[config.mk]
export PLATFORM = sky130hd
export DESIGN_NAME = user_data_path
export DESIGN_NICKNAME = d
export VERILOG_FILES = /design/src/rtl/reg_pkg.sv /design/src/rtl/pkt_pkg.sv /design/src/rtl/udp_ifs.sv /design/src/rtl/user_data_path.sv /design/src/rtl/udp_reg_master.sv /design/src/rtl/output_queues.sv /design/src/rtl/output_port_lookup.sv /design/src/rtl/input_arbiter.sv
export VERILOG_INCLUDE_DIRS = /design/src /design/src/rtl
export SDC_FILE = /design/constraint.sdc
export NUM_CORES = 2
export LEC_CHECK = 0
export BUFFER_PORTS_ARGS = -buffer_cell sky130_fd_sc_hd__clkbuf_2
export CAP_MARGIN = 20
export CORE_MARGIN = 8
export CORE_UTILIZATION = 45
export DETAILED_ROUTE_END_ITERATION = 8
export GPL_ROUTABILITY_DRIVEN = 0
export PLACE_DENSITY_LB_ADDON = 0.05
export SLEW_MARGIN = 10
export SYNTH_ARGS = -nofsm -noshare
export SYNTH_HDL_FRONTEND = slang
export SYNTH_MEMORY_MAX_BITS = 65536
export SYNTH_SLANG_ARGS = --single-unit
[constraint.sdc]
create_clock -name clk -period 8.8 [get_ports clk]
set_input_delay 0 -clock clk [delete_from_list [all_inputs] [get_ports clk]]
set_output_delay 0 -clock clk [all_outputs]
set_load 0.005 [all_outputs]
[src/rtl/udp_config.svh]
// -----------------------------------------------
// User data path configuration
// Widths, port count and queue sizing
// -----------------------------------------------
`ifndef UDP_CONFIG_SVH
`define UDP_CONFIG_SVH

// Packet word
`define UDP_DATA_WIDTH      64
`define UDP_CTRL_WIDTH      8

// Ports and output queue sizing
`define UDP_NUM_PORTS       4
`define UDP_OQ_DEPTH        16

// Register ring
`define UDP_REG_ADDR_WIDTH  8
`define UDP_REG_DATA_WIDTH  32
`define UDP_REG_SRC_WIDTH   2
`define UDP_REG_UNMAPPED    32'hffff_ffff

`endif
[src/rtl/reg_pkg.sv]
// -----------------------------------------------
// Register map definitions
// Stage block codes, offsets and ring operations
// -----------------------------------------------
`include "udp_config.svh"

package reg_pkg;

   // Upper address nibble selects the stage
   typedef enum logic [3:0] {
      BLK_NONE = 4'd0,
      BLK_ARB  = 4'd1,
      BLK_LUT  = 4'd2,
      BLK_OQ   = 4'd3
   } reg_block_e;

   // Meaning of the ring rd_wr_l bit
   typedef enum logic {
      REG_WRITE = 1'b0,
      REG_READ  = 1'b1
   } reg_op_e;

   // Lower address nibble
   localparam logic [3:0] REG_PKT_COUNT = 4'd0;
   localparam logic [3:0] REG_LUT_MODE  = 4'd1;

   function automatic reg_block_e reg_block(input logic [`UDP_REG_ADDR_WIDTH-1:0] addr);
      return reg_block_e'(addr[`UDP_REG_ADDR_WIDTH-1 -: 4]);
   endfunction

   function automatic logic [3:0] reg_offset(input logic [`UDP_REG_ADDR_WIDTH-1:0] addr);
      return addr[3:0];
   endfunction

endpackage

[src/rtl/pkt_pkg.sv]
// -----------------------------------------------
// Packet format definitions
// Control word codes and header field layout
// -----------------------------------------------
`include "udp_config.svh"

package pkt_pkg;

   // Control field of each word
   // Any other nonzero value is the end word byte mask
   typedef enum logic [`UDP_CTRL_WIDTH-1:0] {
      CTRL_PAYLOAD = {`UDP_CTRL_WIDTH{1'b0}},
      CTRL_HDR     = {`UDP_CTRL_WIDTH{1'b1}}
   } pkt_ctrl_e;

   // Header word, one-hot destination in the low bits
   typedef struct packed {
      logic [`UDP_DATA_WIDTH-33:0] unused;
      logic [15:0]                 src_port;
      logic [15:0]                 dst_ports;
   } pkt_hdr_t;

endpackage

[src/rtl/udp_ifs.sv]
// -----------------------------------------------
// Data path interfaces
// Packet word stream and register ring hop
// -----------------------------------------------
`include "udp_config.svh"

// Word moves when wr and rdy are both high
interface pkt_stream_if;
   logic [`UDP_DATA_WIDTH-1:0] data;
   logic [`UDP_CTRL_WIDTH-1:0] ctrl;
   logic                       wr;
   logic                       rdy;

   modport source (output data, ctrl, wr, input rdy);
   modport sink (input data, ctrl, wr, output rdy);
endinterface

// One ring hop, req is a single-cycle pulse
interface reg_ring_if;
   logic                           req;
   logic                           ack;
   logic                           rd_wr_l;
   logic [`UDP_REG_ADDR_WIDTH-1:0] addr;
   logic [`UDP_REG_DATA_WIDTH-1:0] data;
   logic [`UDP_REG_SRC_WIDTH-1:0]  src;

   modport upstream (input req, ack, rd_wr_l, addr, data, src);
   modport downstream (output req, ack, rd_wr_l, addr, data, src);
endinterface

[src/rtl/user_data_path.sv]
// -----------------------------------------------
// User data path
// Arbiter, port lookup and output queues on the
// packet path, all on one register ring
// -----------------------------------------------
`include "udp_config.svh"

module user_data_path (
   input  logic                           clk,
   input  logic                           reset,
   input  logic [`UDP_DATA_WIDTH-1:0]     in_data [`UDP_NUM_PORTS],
   input  logic [`UDP_CTRL_WIDTH-1:0]     in_ctrl [`UDP_NUM_PORTS],
   input  logic [`UDP_NUM_PORTS-1:0]      in_wr,
   output logic [`UDP_NUM_PORTS-1:0]      in_rdy,
   output logic [`UDP_DATA_WIDTH-1:0]     out_data [`UDP_NUM_PORTS],
   output logic [`UDP_CTRL_WIDTH-1:0]     out_ctrl [`UDP_NUM_PORTS],
   output logic [`UDP_NUM_PORTS-1:0]      out_wr,
   input  logic [`UDP_NUM_PORTS-1:0]      out_rdy,
   input  logic                           reg_req,
   input  reg_pkg::reg_op_e               reg_rd_wr_l,
   input  logic [`UDP_REG_ADDR_WIDTH-1:0] reg_addr,
   input  logic [`UDP_REG_DATA_WIDTH-1:0] reg_wr_data,
   output logic                           reg_ack,
   output logic [`UDP_REG_DATA_WIDTH-1:0] reg_rd_data
);
   // Packet path
   pkt_stream_if arb_to_lut ();
   pkt_stream_if lut_to_oq ();

   // Register ring, master first and last
   reg_ring_if reg_master_to_arb ();
   reg_ring_if reg_arb_to_lut ();
   reg_ring_if reg_lut_to_oq ();
   reg_ring_if reg_oq_to_master ();

   input_arbiter i_input_arbiter (
      .clk     (clk),
      .reset   (reset),
      .in_data (in_data),
      .in_ctrl (in_ctrl),
      .in_wr   (in_wr),
      .in_rdy  (in_rdy),
      .out     (arb_to_lut),
      .reg_in  (reg_master_to_arb),
      .reg_out (reg_arb_to_lut)
   );

   output_port_lookup i_output_port_lookup (
      .clk     (clk),
      .reset   (reset),
      .in      (arb_to_lut),
      .out     (lut_to_oq),
      .reg_in  (reg_arb_to_lut),
      .reg_out (reg_lut_to_oq)
   );

   output_queues i_output_queues (
      .clk      (clk),
      .reset    (reset),
      .in       (lut_to_oq),
      .out_data (out_data),
      .out_ctrl (out_ctrl),
      .out_wr   (out_wr),
      .out_rdy  (out_rdy),
      .reg_in   (reg_lut_to_oq),
      .reg_out  (reg_oq_to_master)
   );

   udp_reg_master i_udp_reg_master (
      .clk         (clk),
      .reset       (reset),
      .reg_req     (reg_req),
      .reg_rd_wr_l (reg_rd_wr_l),
      .reg_addr    (reg_addr),
      .reg_wr_data (reg_wr_data),
      .reg_ack     (reg_ack),
      .reg_rd_data (reg_rd_data),
      .ring_out    (reg_master_to_arb),
      .ring_in     (reg_oq_to_master)
   );

endmodule

[src/rtl/udp_reg_master.sv]
// -----------------------------------------------
// Register ring master
// Injects host accesses into the ring and returns
// the reply when the transaction comes back
// -----------------------------------------------
`include "udp_config.svh"

module udp_reg_master (
   input  logic                           clk,
   input  logic                           reset,
   input  logic                           reg_req,
   input  reg_pkg::reg_op_e               reg_rd_wr_l,
   input  logic [`UDP_REG_ADDR_WIDTH-1:0] reg_addr,
   input  logic [`UDP_REG_DATA_WIDTH-1:0] reg_wr_data,
   output logic                           reg_ack,
   output logic [`UDP_REG_DATA_WIDTH-1:0] reg_rd_data,
   reg_ring_if.downstream                 ring_out,
   reg_ring_if.upstream                   ring_in
);
   typedef enum logic {MST_IDLE, MST_WAIT} mst_state_e;

   mst_state_e                    state;
   logic [`UDP_REG_SRC_WIDTH-1:0] tag;
   logic                          done;

   // Requests while one is outstanding are dropped
   assign ring_out.req     = reg_req && state == MST_IDLE;
   assign ring_out.ack     = 1'b0;
   assign ring_out.rd_wr_l = reg_rd_wr_l;
   assign ring_out.addr    = reg_addr;
   assign ring_out.data    = reg_wr_data;
   assign ring_out.src     = tag;

   // Tag match guards against a stale reply
   assign done = state == MST_WAIT && ring_in.req && ring_in.src == tag;

   always_ff @(posedge clk)
   begin
      if (reset)
      begin
         state   <= MST_IDLE;
         tag     <= '0;
         reg_ack <= 1'b0;
      end
      else
      begin
         reg_ack <= done;
         if (ring_out.req)
            state <= MST_WAIT;
         else if (done)
         begin
            state <= MST_IDLE;
            tag   <= tag + 1'b1;
         end
      end
   end

   // Unclaimed accesses read back as all ones
   always_ff @(posedge clk)
   begin
      if (done)
         reg_rd_data <= ring_in.ack ? ring_in.data : `UDP_REG_UNMAPPED;
   end

endmodule

[src/rtl/output_queues.sv]
// -----------------------------------------------
// Output queues
// One FIFO per output port, filled by packet
// destination and drained under back-pressure
// -----------------------------------------------
`include "udp_config.svh"

module output_queues (
   input  logic                       clk,
   input  logic                       reset,
   pkt_stream_if.sink                 in,
   output logic [`UDP_DATA_WIDTH-1:0] out_data [`UDP_NUM_PORTS],
   output logic [`UDP_CTRL_WIDTH-1:0] out_ctrl [`UDP_NUM_PORTS],
   output logic [`UDP_NUM_PORTS-1:0]  out_wr,
   input  logic [`UDP_NUM_PORTS-1:0]  out_rdy,
   reg_ring_if.upstream               reg_in,
   reg_ring_if.downstream             reg_out
);
   import pkt_pkg::*;
   import reg_pkg::*;

   localparam int AW = $clog2(`UDP_OQ_DEPTH);
   localparam int FW = `UDP_DATA_WIDTH + `UDP_CTRL_WIDTH;

   logic                           take;
   logic                           is_hdr;
   pkt_hdr_t                       in_hdr;
   logic [`UDP_NUM_PORTS-1:0]      dst_reg;
   logic [`UDP_NUM_PORTS-1:0]      dst_sel;
   logic [`UDP_NUM_PORTS-1:0]      full;
   logic [`UDP_REG_DATA_WIDTH-1:0] pkt_count;
   logic                           reg_hit;

   // Any full queue stalls the whole input
   assign in.rdy  = !(|full);
   assign take    = in.wr && in.rdy;
   assign is_hdr  = in.ctrl == CTRL_HDR;
   assign in_hdr  = in.data;
   assign dst_sel = is_hdr ? in_hdr.dst_ports[`UDP_NUM_PORTS-1:0] : dst_reg;

   always_ff @(posedge clk)
   begin
      if (reset)
      begin
         dst_reg   <= '0;
         pkt_count <= '0;
      end
      else if (take && is_hdr)
      begin
         dst_reg   <= dst_sel;
         pkt_count <= pkt_count + 1'b1;
      end
   end

   for (genvar p = 0; p < `UDP_NUM_PORTS; p++)
   begin : g_queue
      logic [FW-1:0] mem [`UDP_OQ_DEPTH];
      logic [AW-1:0] wr_ptr;
      logic [AW-1:0] rd_ptr;
      logic [AW:0]   count;
      logic          push;
      logic          pop;

      assign push    = take && dst_sel[p];
      assign pop     = out_wr[p] && out_rdy[p];
      assign full[p] = count == (AW + 1)'(`UDP_OQ_DEPTH);
      assign out_wr[p] = count != '0;
      assign {out_ctrl[p], out_data[p]} = mem[rd_ptr];

      always_ff @(posedge clk)
      begin
         if (reset)
         begin
            wr_ptr <= '0;
            rd_ptr <= '0;
            count  <= '0;
         end
         else
         begin
            if (push)
               wr_ptr <= wr_ptr + 1'b1;
            if (pop)
               rd_ptr <= rd_ptr + 1'b1;
            count <= count + (AW + 1)'(push) - (AW + 1)'(pop);
         end
      end

      always_ff @(posedge clk)
      begin
         if (push)
            mem[wr_ptr] <= {in.ctrl, in.data};
      end
   end

   // -----------------------------------------------
   // Register ring stage
   // -----------------------------------------------
   assign reg_hit = reg_in.req && !reg_in.ack && reg_block(reg_in.addr) == BLK_OQ
                    && reg_offset(reg_in.addr) == REG_PKT_COUNT;

   always_ff @(posedge clk)
   begin
      if (reset)
      begin
         reg_out.req <= 1'b0;
         reg_out.ack <= 1'b0;
      end
      else
      begin
         reg_out.req <= reg_in.req;
         reg_out.ack <= reg_in.ack || reg_hit;
      end
   end

   always_ff @(posedge clk)
   begin
      reg_out.rd_wr_l <= reg_in.rd_wr_l;
      reg_out.addr    <= reg_in.addr;
      reg_out.src     <= reg_in.src;
      if (reg_hit && reg_in.rd_wr_l == REG_READ)
         reg_out.data <= pkt_count;
      else
         reg_out.data <= reg_in.data;
   end

endmodule

[src/rtl/output_port_lookup.sv]
// -----------------------------------------------
// Output port lookup
// Sends each packet to its partner port, or back
// to its source port in loopback mode
// -----------------------------------------------
`include "udp_config.svh"

module output_port_lookup (
   input  logic           clk,
   input  logic           reset,
   pkt_stream_if.sink     in,
   pkt_stream_if.source   out,
   reg_ring_if.upstream   reg_in,
   reg_ring_if.downstream reg_out
);
   import pkt_pkg::*;
   import reg_pkg::*;

   logic                           take;
   logic                           is_hdr;
   logic [15:0]                    dst;
   pkt_hdr_t                       hdr;
   logic                           loopback;
   logic [`UDP_REG_DATA_WIDTH-1:0] pkt_count;
   logic                           reg_hit;
   logic                           reg_rd;
   logic                           is_mode;

   // Stalls together with downstream
   assign in.rdy = !out.wr || out.rdy;
   assign take   = in.wr && in.rdy;
   assign is_hdr = in.ctrl == CTRL_HDR;

   // Even ports pair with the odd port above them
   always_comb
   begin
      hdr = in.data;
      dst = loopback ? hdr.src_port : hdr.src_port ^ 16'd1;
      hdr.dst_ports = 16'd1 << dst;
   end

   always_ff @(posedge clk)
   begin
      if (reset)
      begin
         out.wr    <= 1'b0;
         pkt_count <= '0;
      end
      else
      begin
         if (take)
            out.wr <= 1'b1;
         else if (out.rdy)
            out.wr <= 1'b0;
         if (take && is_hdr)
            pkt_count <= pkt_count + 1'b1;
      end
   end

   always_ff @(posedge clk)
   begin
      if (take)
      begin
         if (is_hdr)
            out.data <= hdr;
         else
            out.data <= in.data;
         out.ctrl <= in.ctrl;
      end
   end

   // -----------------------------------------------
   // Register ring stage and mode register
   // -----------------------------------------------
   assign is_mode = reg_offset(reg_in.addr) == REG_LUT_MODE;
   assign reg_hit = reg_in.req && !reg_in.ack && reg_block(reg_in.addr) == BLK_LUT
                    && (is_mode || reg_offset(reg_in.addr) == REG_PKT_COUNT);
   assign reg_rd  = reg_in.rd_wr_l == REG_READ;

   always_ff @(posedge clk)
   begin
      if (reset)
      begin
         reg_out.req <= 1'b0;
         reg_out.ack <= 1'b0;
         loopback    <= 1'b0;
      end
      else
      begin
         reg_out.req <= reg_in.req;
         reg_out.ack <= reg_in.ack || reg_hit;
         if (reg_hit && !reg_rd && is_mode)
            loopback <= reg_in.data[0];
      end
   end

   always_ff @(posedge clk)
   begin
      reg_out.rd_wr_l <= reg_in.rd_wr_l;
      reg_out.addr    <= reg_in.addr;
      reg_out.src     <= reg_in.src;
      if (reg_hit && reg_rd)
         reg_out.data <= is_mode ? `UDP_REG_DATA_WIDTH'(loopback) : pkt_count;
      else
         reg_out.data <= reg_in.data;
   end

endmodule

[src/rtl/input_arbiter.sv]
// -----------------------------------------------
// Input arbiter
// Round-robin over the input ports, one packet
// per grant, stamps the source port in the header
// -----------------------------------------------
`include "udp_config.svh"

module input_arbiter (
   input  logic                       clk,
   input  logic                       reset,
   input  logic [`UDP_DATA_WIDTH-1:0] in_data [`UDP_NUM_PORTS],
   input  logic [`UDP_CTRL_WIDTH-1:0] in_ctrl [`UDP_NUM_PORTS],
   input  logic [`UDP_NUM_PORTS-1:0]  in_wr,
   output logic [`UDP_NUM_PORTS-1:0]  in_rdy,
   pkt_stream_if.source               out,
   reg_ring_if.upstream               reg_in,
   reg_ring_if.downstream             reg_out
);
   import pkt_pkg::*;
   import reg_pkg::*;

   localparam int PW = $clog2(`UDP_NUM_PORTS);

   typedef enum logic {ARB_IDLE, ARB_IN_PKT} arb_state_e;

   arb_state_e                     state;
   logic [PW-1:0]                  cur;
   logic [PW-1:0]                  nxt;
   logic                           found;
   logic                           take;
   logic                           is_hdr;
   logic                           is_end;
   pkt_hdr_t                       hdr;
   logic [`UDP_REG_DATA_WIDTH-1:0] pkt_count;
   logic                           reg_hit;

   // Next requesting port after the last one served
   always_comb
   begin
      nxt = cur;
      found = 1'b0;
      for (int i = 1; i <= `UDP_NUM_PORTS; i++)
      begin
         if (!found && in_wr[(int'(cur) + i) % `UDP_NUM_PORTS])
         begin
            nxt = PW'((int'(cur) + i) % `UDP_NUM_PORTS);
            found = 1'b1;
         end
      end
   end

   always_comb
   begin
      in_rdy = '0;
      if (state == ARB_IN_PKT)
         in_rdy[cur] = !out.wr || out.rdy;
   end

   assign take   = in_wr[cur] && in_rdy[cur];
   assign is_hdr = in_ctrl[cur] == CTRL_HDR;
   assign is_end = !is_hdr && in_ctrl[cur] != CTRL_PAYLOAD;

   always_comb
   begin
      hdr = in_data[cur];
      hdr.src_port = 16'(cur);
   end

   always_ff @(posedge clk)
   begin
      if (reset)
      begin
         state     <= ARB_IDLE;
         cur       <= PW'(`UDP_NUM_PORTS - 1);
         out.wr    <= 1'b0;
         pkt_count <= '0;
      end
      else
      begin
         if (state == ARB_IDLE && found)
         begin
            cur   <= nxt;
            state <= ARB_IN_PKT;
         end
         else if (take && is_end)
            state <= ARB_IDLE;

         if (take)
            out.wr <= 1'b1;
         else if (out.rdy)
            out.wr <= 1'b0;

         if (take && is_hdr)
            pkt_count <= pkt_count + 1'b1;
      end
   end

   // Output word register
   always_ff @(posedge clk)
   begin
      if (take)
      begin
         if (is_hdr)
            out.data <= hdr;
         else
            out.data <= in_data[cur];
         out.ctrl <= in_ctrl[cur];
      end
   end

   // -----------------------------------------------
   // Register ring stage
   // -----------------------------------------------
   assign reg_hit = reg_in.req && !reg_in.ack && reg_block(reg_in.addr) == BLK_ARB
                    && reg_offset(reg_in.addr) == REG_PKT_COUNT;

   always_ff @(posedge clk)
   begin
      if (reset)
      begin
         reg_out.req <= 1'b0;
         reg_out.ack <= 1'b0;
      end
      else
      begin
         reg_out.req <= reg_in.req;
         reg_out.ack <= reg_in.ack || reg_hit;
      end
   end

   always_ff @(posedge clk)
   begin
      reg_out.rd_wr_l <= reg_in.rd_wr_l;
      reg_out.addr    <= reg_in.addr;
      reg_out.src     <= reg_in.src;
      if (reg_hit && reg_in.rd_wr_l == REG_READ)
         reg_out.data <= pkt_count;
      else
         reg_out.data <= reg_in.data;
   end

endmodule

==> summary.txt <==
largest fanout on the critical path: 63
Mapped Cells: 8171
clock sink count: 5088
leakage: 70.1 nW
Largest register FFs: 4608
clock slew at reported path FFs: 0.06 ns
initial antenna violation count: 72
DPL Wire Length: 329000 um
clock tree buffer depth: 4
Tmin final: 5.24 ns
Final Cycle Share: 59.6%
Initial DRC Count: 10400
Final Hold Fails: 0
clock root cell: clkbuf_16
Starting Density: 45.2%
cts bufs inserted: 544
vias per inst: 5.93
Post-Syn Area per Cell: 23.6 sq um
Ys Warns: 0
Rel. slew slack: 11.8%
drt total wl: 554000 um
area delta synth->final: 16.5%
Total Routing Usage GR: 24.3%
maximum VDD drop: 0.267 mV
Min Hold Slack: 0.0729 ns
H-tree depth: 6
Synth cell types: 65
fin util: 52.6%
Slew Viols, Final: 0
CP Class: reg -> reg
Hold WC Path Type: in -> reg
setup TNS: 0 ns
Top Ports: 669
layout cells sized above 1: 33.0%
max_cap viols: 0
wire per inst: 35.2 um
ys async rst share: 0%
Top Registers: i_output_queues.g_queue.mem x4608, i_input_arbiter.out.data x64, i_output_port_lookup.out.data x64
CP Capture Type: register
Seq cells post-synth: 5088
Place WS: 4.30 ns
worst slew pin tran: 1.32 ns
# DRC: 0
Core Area: 427000 sq um
# hold bufs at CTS: 403
# resized after CTS: 0
DIE AREA: 450000 sq um
Top reg by flops: i_output_queues.g_queue.mem
GRT overflow: 0
synth top area cells: edfxtp_1 (74%), mux4_2 (18%), dfxtp_1 (3.2%)
CP required: 9.58 ns
IO buf count: 668
via count: 93300
Die Y: 671 um
final setup vio count: 0
Post-Syn Nets: 8566
first-pass GRT wire length: 772000 um
number of synthesized flops with an enable pin: 4784
cell taking the most area after synthesis: edfxtp_1
status: complete, no violations
vias in the first global route: 97100
die width: 671 um
unrepaired setup endpoints after global routing: no
post-CTS setup buffer count: 0
largest net degree at the start of global routing: 155
sequential fraction of the synthesis area: 77.6%
FMAX: 191 MHz
ys flop type: edfxtp_1
CTS tree: done
area share of the largest cell type after synthesis: 74.4%
Core Rows: 240
CP Launch Type: register
Final Worst Setup Slack: 3.56 ns
data arrival time of the worst path: 6.02 ns
Max Clock Skew: 0.0410 ns
PD cells: 271 nW/um^2
Post-Syn Area: 193000 sq um
nets: 9991
TritonRoute pass-1 iters: 6
Tot Pwr: 60.9 mW
antenna viol nets, final: 0
clk_lat worst skew: 1.03 ns
-- cells in the mapped netlist, types with 8 or more instances --
cell	instances
edfxtp_1	4784
mux4_2	1513
dfxtp_1	304
clkbuf_1	268
nand2_1	135
nor2_1	96
buf_1	89
a21oi_1	86
and3_1	72
o21ai_0	63
inv_1	61
mux2_2	60
o31ai_1	57
or4_1	57
buf_2	56
ha_1	51
nand3_1	36
nand4_1	36
nand2b_1	32
xor2_1	30
and2_1	29
nor2b_1	29
nor3_1	25
xnor2_1	20
mux2i_1	19
or3_1	19
a22o_1	12
nor4_1	12
or2_2	11
o41ai_1	10
o2111ai_1	9
and4_1	8
o21a_1	8
o311ai_0	8
-- cell families (layout without fill, tap and decap cells) --
logic type / after synthesis / after routing / synth area share, %
DFF: 5088 / 5088 / 77.6
AOI/OAI and AO/OA: 282 / 282 / 0.944
buffers and inverters: 478 / 2320 / 0.977
adders and majority gates: 55 / 55 / 0.372
and+or+nand+nor: 624 / 624 / 1.80
other: 0 / 37 / 0
muxes: 1594 / 1594 / 18.1
xor gates and xnor gates: 50 / 50 / 0.227
-- where the power goes --
part,switching (mW),internal (mW)
clock,9.28,12.3
sequential,0.524,27.0
combinational,6.15,5.63
-- placed cells by master (no fill, tap or decap), types with 28 or more instances in the layout --
cell / synthesis / final
buf_4: 2 / 209
nand4_1: 36 / 36
diode_2: 0 / 37
dlygate4sd3_1: 0 / 402
clkinv_1: 0 / 104
clkbuf_2: 0 / 668
o21ai_0: 63 / 63
mux2_2: 60 / 60
xor2_1: 30 / 30
nand2b_1: 32 / 32
clkbuf_16: 0 / 564
clkinv_2: 0 / 68
nand2_1: 135 / 135
mux4_2: 1513 / 1513
ha_1: 51 / 51
a21oi_1: 86 / 86
o31ai_1: 57 / 57
clkbuf_1: 268 / 138
or4_1: 57 / 57
nand3_1: 36 / 36
edfxtp_1: 4784 / 4784
dfxtp_1: 304 / 286
and3_4: 0 / 52
inv_1: 61 / 60
nor2_1: 96 / 96
and2_1: 29 / 28
-- path summary, 6_finish.rpt --
path / slack [ns] / startpoint / depth (start not counted) / end
worst max register to register: 3.56 / i_input_arbiter.cur[1] / 10 / i_input_arbiter.out.data[17]
worst max-delay path: 3.56 / i_input_arbiter.cur[1] / 10 / i_input_arbiter.out.data[17]
worst min register to register: 0.33 / i_input_arbiter.reg_out.src[1] / 0 / i_output_port_lookup.reg_out.src[1]
worst min-delay path: 0.07 / in_data[143] / 3 / i_input_arbiter.out.data[15]
-- final cells by class --
class / instances / area, sq um
fill: 33100 / 202000
sequential: 5088 / 150000
multi-input combinational: 2605 / 41800
clock buffer: 718 / 14800
timing repair buffer: 1296 / 9290
tap: 5687 / 7120
clock inverter: 245 / 1800
inverter: 61 / 231
antenna: 37 / 92.6
-- metal layers --
metal  GRT usage [%]  up-vias  routed length [um]
met2            41.9     3199              283000
met3            3.27      636               31000
met5               0        -                  13
met1            32.9    51400              226000
met4            5.89        2               14200
li1                -    38000                   -
-- through the flow --
step	cell area [sq um]	instances
after floorplan	193000	8171
after global placement	204000	14300
after detailed placement	204000	14300
after CTS	225000	15700
after global routing	225000	15700
final	225000	15700
-- critical path: stages, from the launching register on --
cell and delay, ns:
dfxtp_4 0.74, buf_4 0.71, mux4_2 0.43, dlygate4sd3_1 0.58, dlygate4sd3_1 0.58, and4_4 0.22, dlygate4sd3_1 0.58, and2_1 0.19
o21ai_0 0.18, o31ai_1 0.09, dlygate4sd3_1 0.58
No activity file was read; power rests on OpenSTA's default activity.
